File: config.mk
export PLATFORM = sky130hd
export DESIGN_NAME = dataout_pack
export DESIGN_NICKNAME = d
export VERILOG_FILES = /design/src/hw/fetch_pkg.sv /design/src/hw/dataout_pack.sv
export VERILOG_INCLUDE_DIRS = /design/src /design/src/include
export SDC_FILE = /design/constraint.sdc
export NUM_CORES = 1
export LEC_CHECK = 0
export BUFFER_PORTS_ARGS = -buffer_cell sky130_fd_sc_hd__buf_2
export CAP_MARGIN = 10
export CORE_AREA = 2 2 152 154
export CTS_CLUSTER_DIAMETER = 120
export DETAILED_ROUTE_END_ITERATION = 6
export DIE_AREA = 0 0 154 156
export PLACE_DENSITY_LB_ADDON = 0.12
export SLEW_MARGIN = 20
export SYNTH_ARGS = -nofsm -noshare
export SYNTH_HDL_FRONTEND = slang
export SYNTH_SLANG_ARGS = --single-unit
export TNS_END_PERCENT = 50
File: constraint.sdc
create_clock -name clk -period 2.96 [get_ports clk]
set_input_delay 0 -clock clk [delete_from_list [all_inputs] [get_ports clk]]
set_output_delay 0 -clock clk [all_outputs]
set_load 0.01 [all_outputs]
File: src/include/fetch_defines.svh
`ifndef FETCH_DEFINES_SVH
`define FETCH_DEFINES_SVH

// Instructions per fetch group
`define FETCH_W 4

// PC and instruction width, PC counts 16-bit words
`define PC_W 16

// Predictor table index width (16 counters)
`define BHT_IDX_W 4

// Row address width of each memory bank
// Four banks of 64 rows give 256 words
`define IMEM_ROWS_W 6

`endif

File: src/hw/fetch_pkg.sv
`default_nettype none

package fetch_pkg;

	`include "fetch_defines.svh"

	// Slot 0 sits in the top element of each group array
	// Mask bit FETCH_W-1 is slot 0 as well

	typedef struct packed {
		logic valid;
		logic [`PC_W-1:0] pc;
		logic [`FETCH_W-1:0][`PC_W-1:0] inst;
	} fetch_grp_t;

	// Predecode result for one group
	typedef struct packed {
		logic [`FETCH_W-1:0] sel;
		logic [`FETCH_W-1:0] jmp;
		logic [`PC_W-1:0] tgt0;
		logic [`PC_W-1:0] tgt1;
		logic [`PC_W-1:0] jtgt;
		logic [`PC_W-1:0] bpc0;
		logic [`PC_W-1:0] bpc1;
	} scan_t;

	// Bundle handed to decode
	typedef struct packed {
		logic [`FETCH_W-1:0][`PC_W-1:0] pc_to_dec;
		logic [`FETCH_W-1:0][`PC_W-1:0] inst_to_dec;
		logic [`FETCH_W-1:0][`PC_W-1:0] recv_pc_to_dec;
		logic [`FETCH_W-1:0] pred_result_to_dec;
	} dec_bundle_t;

	typedef struct packed {
		logic valid;
		logic [`PC_W-1:0] target;
	} redirect_t;

endpackage

`default_nettype wire

File: src/hw/dataout_pack.sv
`timescale 1ns/10ps
`default_nettype none

`include "fetch_defines.svh"

module dataout_pack
	import fetch_pkg::*;
(
	input wire logic clk,
	input wire logic rst_n,
	input wire fetch_grp_t grp,
	input wire scan_t scan,
	input wire logic [1:0] pred,
	output redirect_t redirect,
	output dec_bundle_t bundle,
	output logic out_valid
);

	dec_bundle_t bundle_d;
	logic redir_hit;
	logic [`PC_W-1:0] redir_tgt;

	////////////////////////////////////////////////////////////////////////////
	// Recovery PCs, prediction bits and nop masking
	////////////////////////////////////////////////////////////////////////////

	// Walks slots in program order so any one- or two-branch select
	// pattern falls out of the same loop
	always_comb
	begin : pack
		logic [`PC_W-1:0] spc;
		logic [`PC_W-1:0] btgt;
		logic taken;
		logic nbr;
		int b;

		bundle_d = '0;
		bundle_d.inst_to_dec = grp.inst;
		redir_hit = 1'b0;
		redir_tgt = '0;
		nbr = 1'b0;
		btgt = '0;
		taken = 1'b0;

		for (int s = 0; s < `FETCH_W; s++)
		begin
			b = `FETCH_W - 1 - s;
			spc = grp.pc + `PC_W'(s);
			bundle_d.pc_to_dec[b] = spc;

			if (redir_hit)
			begin
				// Wrong path behind the redirect
				bundle_d.inst_to_dec[b] = '0;
			end
			else if (scan.sel[b])
			begin
				// First selected branch uses pred[1], second pred[0]
				taken = nbr ? pred[0] : pred[1];
				btgt = nbr ? scan.tgt1 : scan.tgt0;
				nbr = 1'b1;
				bundle_d.pred_result_to_dec[b] = taken;
				// Recover to the path not predicted
				bundle_d.recv_pc_to_dec[b] = taken ? spc + `PC_W'(1) : btgt;
				if (taken)
				begin
					redir_hit = 1'b1;
					redir_tgt = btgt;
				end
			end
			else if (scan.jmp[b])
			begin
				bundle_d.inst_to_dec[b] = '0;
				redir_hit = 1'b1;
				redir_tgt = scan.jtgt;
			end
		end
	end

	assign redirect.valid = grp.valid && redir_hit;
	assign redirect.target = redir_tgt;

	////////////////////////////////////////////////////////////////////////////
	// F3 output register
	////////////////////////////////////////////////////////////////////////////

	always_ff @(posedge clk or negedge rst_n)
	begin
		if (!rst_n)
			out_valid <= 1'b0;
		else
			out_valid <= grp.valid;
	end

	always_ff @(posedge clk)
	begin
		bundle <= bundle_d;
	end

	// Redirect comes from a live group and leaves a one-group bubble behind it
	a_redirect_bubble: assert property (@(posedge clk) disable iff (!rst_n)
		redirect.valid |-> grp.valid ##1 !grp.valid)
		else $error("dataout_pack: redirect without a live group or missing bubble");

endmodule

`default_nettype wire

==> results by stage, run 1 <==
Run status:
- The flow ran to the end, and the final reports show no timing, DRC or antenna violations.

Global routing:
- The first global-routing pass estimated 54,080 µm of wire.
- The aggregate global-route resource usage is 29.48%.
- After global routing the overflow that remains totals 0.
- The via count of the first global-routing pass is 9,307.
- The maximum number of pins on one net before global-route repair is 43.
- The number of antenna violations at the first check in global routing is 7.

Synth:
- The total standard cell area after synthesis is 9099 µm².
- Of all cell types, the one taking the most synthesized area is dfxtp_1.
- The net count after synthesis is 1,189.
- Sorting the synthesized cells by area gives the leading types as dfxtp_1 (43%), xnor2_1 (4.7%), nand2_1 (4.2%).
- The fraction of registers with async set or reset after synthesis is 0.5128%.
- The most used flip-flop cell after synthesis is dfxtp_1.
- In the synthesized netlist, the cells that appear most often are dfxtp_1 (194), nand2_1 (102), nor2_1 (74), and2_1 (58), xnor2_1 (49).
- The number of warning messages in the yosys log is 0.
- Dividing the synthesized area by the synthesized cell count gives 9.018 µm².
- The number of unique standard cell types used by synthesis is 89.
- The post-synthesis register bit count is 195.
- The most common cell in the netlist is dfxtp_1.
- The fraction of the yosys area taken by sequential cells is 42.96%.
- The area share of the leading cell type in the synthesized netlist is 42.68%.
- In this run, synthesis inferred 0 flip-flops with an integrated enable.
- The number of standard cells after synthesis is 1,009.

Worst setup path:
- The category of the worst setup path launch point is a primary input.
- The critical path capture point type is a flip-flop.
- The type of the setup path with the least slack is primary input to flip-flop.
- The kind of cell with the highest combined delay along the critical path is compound AO/OA/AOI/OAI gates.
- Of all nets on the critical path, the largest fanout is 9.
- The data required time of the critical path is 3.26 ns.
- The arrival time of the worst setup path is 3.01 ns.
- The highest-delay cell along the critical path is dlygate4sd3_1.
- Together, buffers and inverters on the worst path number 3.
- Walking the worst path, the cells encountered are dlygate4sd3_1, buf_2, inv_1, ha_1, a21oi_1, xnor2_1, nand2_1, a21oi_1, xnor2_1, nor2_1, a311oi_1.
- For this run, the slowest stage of the critical path takes 0.52 ns.

Die:
- During I/O placement, the number of pins put on the boundary was 387.
- The die boundary width is 154 µm.
- Once the floorplan was initialized, standard cells occupied 40.68% of the core.
- The initialized floorplan defines 55 standard-cell rows.
- The area enclosed by the die boundary is 24,020 µm².
- The y dimension of the die is 156 µm.
- The total area inside the core boundary comes to 22,370 µm².

Clock tree:
- The buffer levels on the longest clock path is 2.
- The CTS clock-pin slew for the worst setup and hold paths is 0.08 ns.
- Counting the buffers created by CTS gives 17.
- The clock sink count is 195.
- In this run the number of H-tree levels came out at 4.
- Once the clock tree was built, the resizer swapped 0 gates to a different size.
- The master cell of the clock root buffer is clkbuf_16.
- TritonCTS built the clock tree.

Placed design:
- The worst setup slack before clock tree synthesis is 0.4600 ns.
- The estimated wirelength of the detail-placed design is 26,890 µm.
- The routability congestion estimate is 0.9412.
- The number of port buffers is 354.

Final layout:
- Counting the fill cells in the layout gives 2,001.
- After the last flow step, the layout net total stands at 1,650.
- Cells with a size suffix above 1 make up 32.16% of the layout.
- The area growth from synthesis to final layout is 42.37%.

Routing:
- Wires add up to 36,450 µm.
- Using the TritonRoute via totals, the vias-per-cell ratio works out to 5.373.
- The number of remaining DRC errors is 0.
- The detail route stage leaves a number of antenna-violating nets equal to 0.
- The number of iterations in the first detailed-routing pass is 5.
- The routed layout has 9,537 vias.
- For this block, the initial DRC count from the detailed router was 1,031.
- In the final routed layout, each cell accounts on average for 20.53 µm.

STA:
- The actual slew at the worst max-slew pin is 0.8110 ns.
- The final hold violation count is 0.
- Measured against its own limit, the worst slew margin works out to 45.73%.
- The final number of max-transition violations is 0.
- Summed over all failing endpoints, the final setup total negative slack is 0 ns.
- Setup repair after global routing left no endpoint under its margin.
- The final critical path takes up 91.48% of the cycle.
- For the finished layout, the period the worst path requires is 2.708 ns.
- Setup violations remaining at the end of the flow were counted as 0.
- Setup slack on the critical path of the routed design comes to 0.2521 ns.
- Timing would allow up to 369.3 MHz.

Worst hold path:
- The worst hold path belongs to the class primary input to flip-flop.
- The worst hold path terminates at bundle[50].
- The startpoint of the most critical hold path is scan[62].
- Counting instances, the worst hold path has a depth of 3.

Power and ir drop:
- The analysis attributes to cell leakage a power of 6.065 nW.
- VDD sags by at most 0.3623 mV.
- The power per cell area is 496.7 nW/µm².
- The total power draw is 6.435 mW.

Run:
- The count of maximum capacitance violations is 0.
==> how the worst max path moves through the flow <==
stage / slack [ns] / cells after the start / end / from
global placement: 0.39 / 10 / bundle[10] / grp[65]
finish: 0.25 / 11 / bundle[10] / grp[65]
detailed placement: 0.46 / 10 / bundle[18] / grp[65]
global route: 0.15 / 11 / bundle[10] / grp[65]
CTS: 0.34 / 9 / bundle[51] / grp[69]
floorplan: 0.55 / 11 / bundle[18] / grp[64]
==> per-stage QoR <==
stage	area, µm²	utilization, %	hold WS, ns	cells
final	12950	57.92	0.01407	1775
after global routing	12950	57.92	0.02968	1775
after CTS	12940	57.84	0.007123	1768
after detailed placement	11220	50.15	-0.2243	1620
after global placement	11220	50.15	-0.2254	1620
after floorplan	9099	-	-0.2956	1009
==> power breakdown <==
group | switching (mW) | leakage, nW | total [mW] | internal, mW
clock network | 1.12 | 0.268 | 2.26 | 1.13
logic | 0.799 | 4.18 | 1.36 | 0.566
registers | 0.0407 | 1.62 | 2.81 | 2.77
total | 1.96 | 6.06 | 6.43 | 4.47
==> placed cells by master (no fill, tap or decap), types with 7 or more instances in the layout <==
cell type      count
nor2_1            74
o211ai_1           7
and2_1            58
nor3_1            15
nor4_1             7
clkbuf_16         17
o211a_1           11
buf_4             41
xor2_1            17
nand3_1           35
mux2i_1           27
a211oi_1          19
nand2_1          102
xnor2_1           49
nor2b_1            9
a22oi_1            8
mux2_2            11
a21oi_1           37
a311oi_1          13
nand4_1            7
diode_2            7
o21ai_0           39
dfxtp_1          194
a31oi_1            9
inv_1             30
buf_2            354
and3_1            33
ha_1               7
dlygate4sd3_1    116
==> state kept, by name (all words and copies together) (netlist names) <==
| signal | cells |
|---|---|
| out_valid | 1 |
| bundle | 194 |
==> kinds of logic (layout without fill, tap and decap cells) <==
family          count (synthesis)  count (layout)  share of synthesized area (%)
xor+xnor                       69              69                          7.013
mux                            38              38                          4.332
other cells                     0               7                              0
flops                         195             195                          42.96
compound gates                209             209                          17.05
fa+ha+maj                       7               7                         0.9626
buf+inv                       102             576                          4.964
simple gates                  389             389                          22.72
==> per-layer routing <==
metal	part of all wire, %	vias to the layer above	global-route usage, %
li1	-	4465	-
met5	0	-	0
met2	48	507	50.42
met3	8.0	100	5.778
met1	39	4465	35.72
met4	4.3	0	14.02
==> area by class of cell <==
cell class / count / area (µm²) / area share (%)
repair buffers: 511 / 3241 / 25.02
multi-input cells: 712 / 4742 / 36.61
inverters: 33 / 128.9 / 0.9949
flip-flops and latches: 195 / 3909 / 30.17
clock inverters: 13 / 116.4 / 0.8983
clock buffers: 19 / 442.9 / 3.419
well taps: 285 / 356.6 / 2.753
diodes: 7 / 17.52 / 0.1352
==> worst min-delay path, delay by kind of cell <==
family / cells / cell delay, ns
AOI/OAI and AO/OA: 2 / 0.27
buffers and inverters: 1 / 0.14
==> timing repair <==
action,in CTS,in global routing
setup buffers,0,0
hold buffers,116,0
endpoints found under the hold margin,126,0
setup endpoints to repair,0,0
Note: power is estimated with default switching activity, not from simulation.
==> run 2, diff against run 1 <==
==> constraint.sdc (replaced) <==
create_clock -name clk -period 3.3 [get_ports clk]
set_input_delay 0 -clock clk [delete_from_list [all_inputs] [get_ports clk]]
set_output_delay 0 -clock clk [all_outputs]
set_load 0.05 [all_outputs]
==> results by stage, run 2 (synthesized netlist as in run 1, its figures left out) <==
Run status:
- The run finished with clean final reports.

Placed design:
- The routability congestion estimate is 0.9242.
- At the placement stage, the worst setup path has a slack of 0.4595 ns.
- The total instance count after detailed placement is 1,607.
- The estimated wirelength of the detail-placed design is 26,750 µm.
- Buffers placed on the I/O ports in this run total 354.
- The instance area at placement is 11,150 µm².

Clock tree:
- The clock sink count is 195.
- The master cell of the clock root buffer is clkbuf_16.
- TritonCTS built the clock tree.
- The clock passes through at most 2 buffers.
- The CTS clock-pin slew for the worst setup and hold paths is 0.07 ns.
- The number of CTS-inserted buffers is 17.
- The H-tree was split into 4 levels.
- The setup fix buffers added after clock tree synthesis is 0.

Global routing:
- The maximum number of pins on one net before global-route repair is 53.
- The aggregate global-route resource usage is 29.48%.
- The first global-routing pass estimated 54,170 µm of wire.
- Summed over all layers, the global routing overflow is 0.
- The via count of the first global-routing pass is 9,247.
- The number of antenna violations at the first check in global routing is 2.

Die:
- 387 I/O pins were placed.
- The region available for standard cell placement spans 22,370 µm².
- From bottom edge to top edge, the die measures 156 µm.
- The floorplan step set the die width to 154 µm.
- The area enclosed by the die boundary is 24,020 µm².
- The initialized floorplan defines 55 standard-cell rows.
- The initial utilization of the core area, before any placement, comes to 40.68%.

Final layout:
- In the layout the commonest cells are buf_2 (352), dfxtp_1 (194), dlygate4sd3_1 (116).
- Fill cells in the final layout number 2,044.
- After routing the design area is 12,860 µm².
- The area growth from synthesis to layout is 41.39%.
- The post-layout instance count excluding filler cells is 1,756.
- The multi-input combinational cells in the finished layout cover a total of 4746 µm².
- The area used by sequential logic in the layout is 3909 µm².
- The most common cell after layout, fill and taps aside is buf_2.
- The number of flip-flops under the largest register name is 194.
- After the last flow step, the layout net total stands at 1,637.
- The largest register by flop count is bundle.
- The largest registers in the layout are bundle (194), out_valid (1).
- Of the cells placed in the final design, the portion with a size suffix greater than 1 is 31.65%.

STA:
- For the pin with the worst max-slew slack, the measured transition is 0.8125 ns.
- The setup slack after layout is 0.3460 ns.
- The final number of max-transition violations is 0.
- The number of setup violations in the final report is 0.
- The worst pin sits at a relative slew slack of 45.64%.
- Derived from the worst setup path, the maximum achievable clock frequency is 338.5 MHz.
- After layout, the minimum clock period comes to 2.954 ns.
- After routing, the total negative slack on setup checks comes to 0 ns.
- The post-route worst hold slack is 0.03046 ns.
- Setup repair after global routing left no endpoint under its margin.
- The final clock period utilization by the worst path is 89.52%.
- The final hold violation count is 0.

Worst setup path:
- The maximum fanout count along the critical path is 12.
- The critical path capture point type is a flip-flop.
- STA puts the critical path data required time at 3.69 ns.
- The category of the worst setup path launch point is a primary input.
- The critical path in this run is classified as primary input to flip-flop.
- The arrival time of the worst setup path is 3.34 ns.

Power and ir drop:
- Dividing total power by cell area gives a power density of 486.4 nW/µm².
- The worst-case IR drop observed on VDD is 0.2638 mV.
- The leakage component of the power is 6.009 nW.

Routing:
- The number of remaining DRC errors is 0.
- The detail route stage leaves a number of antenna-violating nets equal to 0.
- The first detailed-routing pass took 6 iterations.
- The wire length per cell is 20.91 µm.
- The routed design has 36,720 µm of wire.
- The first routing iteration left 1,048 violations.
- The total via count in the routed design is 9,572.
- In the routed layout, each cell is associated on average with a via count of 5.451.

Worst hold path:
- The path class of the lowest-slack min-delay path is primary input to flip-flop.

Run:
- The tool flagged a number of max-cap violations equal to 0.
-- run 2: changes by cell type in the layout (fill, tap and decap cells not counted), sizes merged --
cell,change
inv,-1
clkinvlp,+1
diode,-5
clkinv,+1
clkbuf,-2
buf,-13
-- run 2: layout make-up --
class	count	share of cell area, %
Sequential cell	195	30.38
Tap cell	285	2.772
Clock buffer	17	3.307
Clock inverter	14	0.9434
Timing Repair Buffer	498	24.66
Inverter	33	1.002
Antenna cell	2	0.03890
Multi-Input combinational cell	712	36.89
-- run 2: timing repair --
action,CTS,global route
gates resized for setup,0,1
setup endpoints to repair,0,2
hold buffers,116,0
hold endpoints to repair,127,0
-- run 2: power by group --
part / leakage (nW) / switching [mW] / internal (mW)
Combinational: 4.13 / 1.22 / 0.510
Clock: 0.258 / 1.01 / 0.985
Sequential: 1.62 / 0.0380 / 2.49
Total: 6.01 / 2.28 / 3.98
-- run 2: final timing paths --
check,start,to,cells past startpoint
min in group asynchronous,rst_n,out_valid,3
max in group asynchronous,rst_n,out_valid,3
max,grp[65],bundle[11],10
min,grp[64],bundle[180],2
-- run 2: through the flow --
stage	utilization (%)	total power, mW
5_1_grt	57.52	6.468
6_report	57.52	6.258
2_1_floorplan	-	3.674
3_5_place_dp	49.85	4.178
4_1_cts	57.48	6.273
3_3_place_gp	49.85	4.175
-- run 2: routing by layer --
layer / vias up / global-route usage (%) / wire (µm)
met1: 4504 / 35.84 / 14570
met5: - / 0 / 0
met2: 521 / 49.50 / 17400
li1: 4439 / - / -
met4: 0 / 14.37 / 1803
met3: 108 / 6.583 / 2942
-- run 2: critical path, cell delays in order --
cell,delay [ns]
dlygate4sd3_1,0.53
buf_2,0.20
ha_1,0.40
a21oi_2,0.51
xnor2_1,0.26
and4_1,0.38
xnor2_1,0.16
nor2_1,0.05
a311oi_1,0.25
dlygate4sd3_1,0.58
==> run 3, diff against run 2 <==
Settings changed: ABC_AREA set to 1.
==> results by stage, run 3 <==
Synth:
- The post-synthesis register bit count is 195.
- Summed over its instances, the top area cell type makes up 42.67% of the synthesized netlist area.
- The synthesized design contains 0 enable-type register cells.
- The number of standard cells after synthesis is 1,317.
- The fraction of registers with async set or reset after synthesis is 0.5128%.
- By count the netlist is led by nand2_1 (334), dfxtp_1 (194), inv_1 (186), nor2_1 (141), o21ai_0 (109).
- During synthesis, Yosys emitted a total of 0 warnings.
- Counting every net in the synthesized netlist gives 1,497.
- The cell type contributing the most total cell area after synthesis is dfxtp_1.
- The total standard cell area after synthesis is 9102 µm².
- The most used flip-flop cell after synthesis is dfxtp_1.
- The number of unique standard cell types used by synthesis is 42.
- Yosys attributes the largest share of cell area to dfxtp_1 (43%), nand2_1 (14%), inv_1 (7.7%).
- The fraction of the yosys area taken by sequential cells is 42.94%.
- nand2_1 is the most common cell in the netlist.
- A synthesized cell averages 6.912 µm².

Routing:
- The per-cell via count in the routed design is 4.948.
- In the routed design, unresolved DRC markers number 0.
- In the final routed layout, each cell accounts on average for 17.62 µm.
- The number of iterations in the first detailed-routing pass is 6.
- The first routing iteration left 768 violations.
- The detail route stage leaves a number of antenna-violating nets equal to 0.
- The final wirelength is 36,340 µm.
- Summing over every cut layer, the via total after detailed routing is 10.20k.

Final layout:
- The fraction of layout instances using a drive strength above 1 is 24.90%.
- For this run, the number of standard cells in the final layout without fillers is 2,062.
- The largest register by flop count is bundle.
- In the final layout, the registers with the most flip-flops are bundle (194), out_valid (1).
- The area growth from synthesis to final layout is 42.03%.
- Fill cells in the final layout number 2,148.
- In the layout the commonest cells are buf_2 (341), nand2_1 (334), dfxtp_1 (194).
- The register with the most flip-flops in the layout has 194 of them.
- Leaving out fill and tap cells, the most frequent cell in the layout is buf_2.
- The net count of the finished layout is 1,934.

Global routing:
- The maximum number of pins on one net before global-route repair is 46.
- For this run the aggregate overflow at the end of global routing stands at 0.
- The number of antenna violations at the first check in global routing is 12.
- The wire length of the first global-routing pass is 53,650 µm.
- The via count of the first global-routing pass is 9,452.
- Global routing used 29.34% of the available tracks across all layers.

Die:
- The die covers 24,020 µm².
- The region available for standard cell placement spans 22,370 µm².
- Once the floorplan was initialized, standard cells occupied 40.70% of the core.
- 387 I/O pins were placed.
- The floorplan step set the die height to 156 µm.
- The die is 154 µm wide.
- The initialized floorplan defines 55 standard-cell rows.

Run:
- Across the run, the number of max-cap violations was 0.

STA:
- In this run the tightest slew margin relative to its limit is 48.11%.
- The number of setup violations in the final report is 0.
- Timing would allow up to 369.1 MHz.
- The final number of max-transition violations was 0.
- The final hold violation count is 0.
- Setup repair after global routing left no endpoint under its margin.
- The worst path uses 82.11% of the clock period.
- After layout, the minimum clock period comes to 2.710 ns.
- The accumulated negative setup slack is 0 ns.
- The actual slew at the worst max-slew pin is 0.7756 ns.

Worst setup path:
- The worst setup path is of the primary input to output pin kind.
- Grouping stages by cell kind, the critical path spends the most delay in simple AND/OR/NAND/NOR gates.
- In this design, the stage delay of the slowest critical-path cell is 0.52 ns.
- STA classifies the critical path endpoint as an output pin.
- Data on the critical path is required at its endpoint by 3.30 ns.
- The highest-delay cell along the critical path is a21oi_1.
- The worst setup path is launched from a primary input.
- The most numerous cell on the critical path is nand2_1.
- STA puts the critical path data arrival time at 2.71 ns.
- The critical path goes through buf_2, nand2_2, nand2_4, nor2_8, inv_2, nand2_1, nand2_1, nand2_2, nor2_2, inv_2, a21oi_1, o21ai_0, nand2_1, buf_12.
- The critical path runs through a total of 14 cells.
- The maximum fanout count along the critical path is 15.
- The total buffers and inverters traversed by the critical path is 4.

Clock tree:
- The buffer levels on the longest clock path is 2.
- Post-CTS repair changed the size of 0 cells.
- The CTS H-tree depth is 4.
- TritonCTS built the clock tree.
- The number of CTS-inserted buffers is 17.
- The tree is rooted in a clkbuf_16.
- Clock-pin slew was measured on the worst setup and hold paths at 0.08 ns.
- The clock sink count is 195.

Placed design:
- Port buffering added 354 buffers.
- The estimated wirelength of the detail-placed design is 27,700 µm.
- The routability congestion estimate is 0.9568.
- The total instance count after detailed placement is 1,921.

Power and ir drop:
- The leakage component of the power is 6.911 nW.
- The peak ir drop on the vdd network is 0.3056 mV.
- For this design the ratio of total power to cell area is 504.0 nW/µm².

Run status:
- The run finished with clean final reports.

Worst hold path:
- The path class of the lowest-slack min-delay path is primary input to flip-flop.
- The worst hold path was traced through 4 stages.
run 3: worst min-delay path, stage by stage:
cell	delay [ns]
buf_2	0.13
nand2_1	0.07
o21a_1	0.16
a21oi_1	0.09
run 3: final timing paths:
check	start	slack, ns	to
max	pred[1]	0.59	redirect[2]
max in group asynchronous	rst_n	2.77	out_valid
min	scan[48]	0.05	bundle[36]
min in group asynchronous	rst_n	0.43	out_valid
run 3: per-layer routing:
| layer | vias to the layer above | global-route usage (%) | part of all wire (%) |
|---|---|---|---|
| li1 | 5057 | - | - |
| met1 | 4632 | 38.43 | 42 |
| met2 | 460 | 47.79 | 47 |
| met3 | 52 | 5.361 | 7.7 |
| met4 | 2 | 12.19 | 2.7 |
| met5 | - | 0 | 0.039 |
run 3: cell families (layout without fill, tap and decap cells):
logic type / count (synthesis) / after routing / share of synthesized area (%)
adder cells (fa/ha/maj): 7 / 7 / 0.9622
buffers and inverters: 244 / 694 / 10.67
other: 0 / 10 / 0
AO/OA/AOI/OAI: 215 / 215 / 13.09
AND/OR/NAND/NOR: 636 / 636 / 30.25
flip-flops: 195 / 195 / 42.94
XOR/XNOR: 20 / 20 / 2.089
run 3: final cells by class:
cell class	count	area, µm²	area share [%]
clock inverter	15	186.4	1.442
clock buffer	17	425.4	3.290
multi-input combinational	878	4223	32.66
antenna	10	25.02	0.1936
tap	285	356.6	2.758
timing repair buffer	466	3068	23.73
inverter	196	735.7	5.691
sequential	195	3909	30.23
run 3: what timing repair did:
item | in CTS | in global routing
hold endpoints to repair | 101 | 0
buffers inserted | 0 | 0
hold buffers | 99 | 0
run 3: per-stage QoR:
stage               area (µm²)  util, %  worst slack (ns)  hold WS [ns]  total power [mW]
finish                   12930    57.81            0.5903       0.04728             6.517
global route             12930    57.80            0.4052       0.04998             6.761
CTS                      12900    57.70            0.6272       0.03050             6.543
detailed placement       11300    50.53            0.6235       -0.2209             4.333
global placement         11300    50.53            0.6212       -0.2240             4.332
floorplan                 9102        -             1.303       -0.2956             3.731
run 3: power breakdown:
part / internal [mW] / total [mW] / switching, mW
combinational: 0.528 / 1.86 / 1.34
sequential: 2.49 / 2.53 / 0.0379
clock: 1.03 / 2.12 / 1.09
total: 4.05 / 6.52 / 2.47
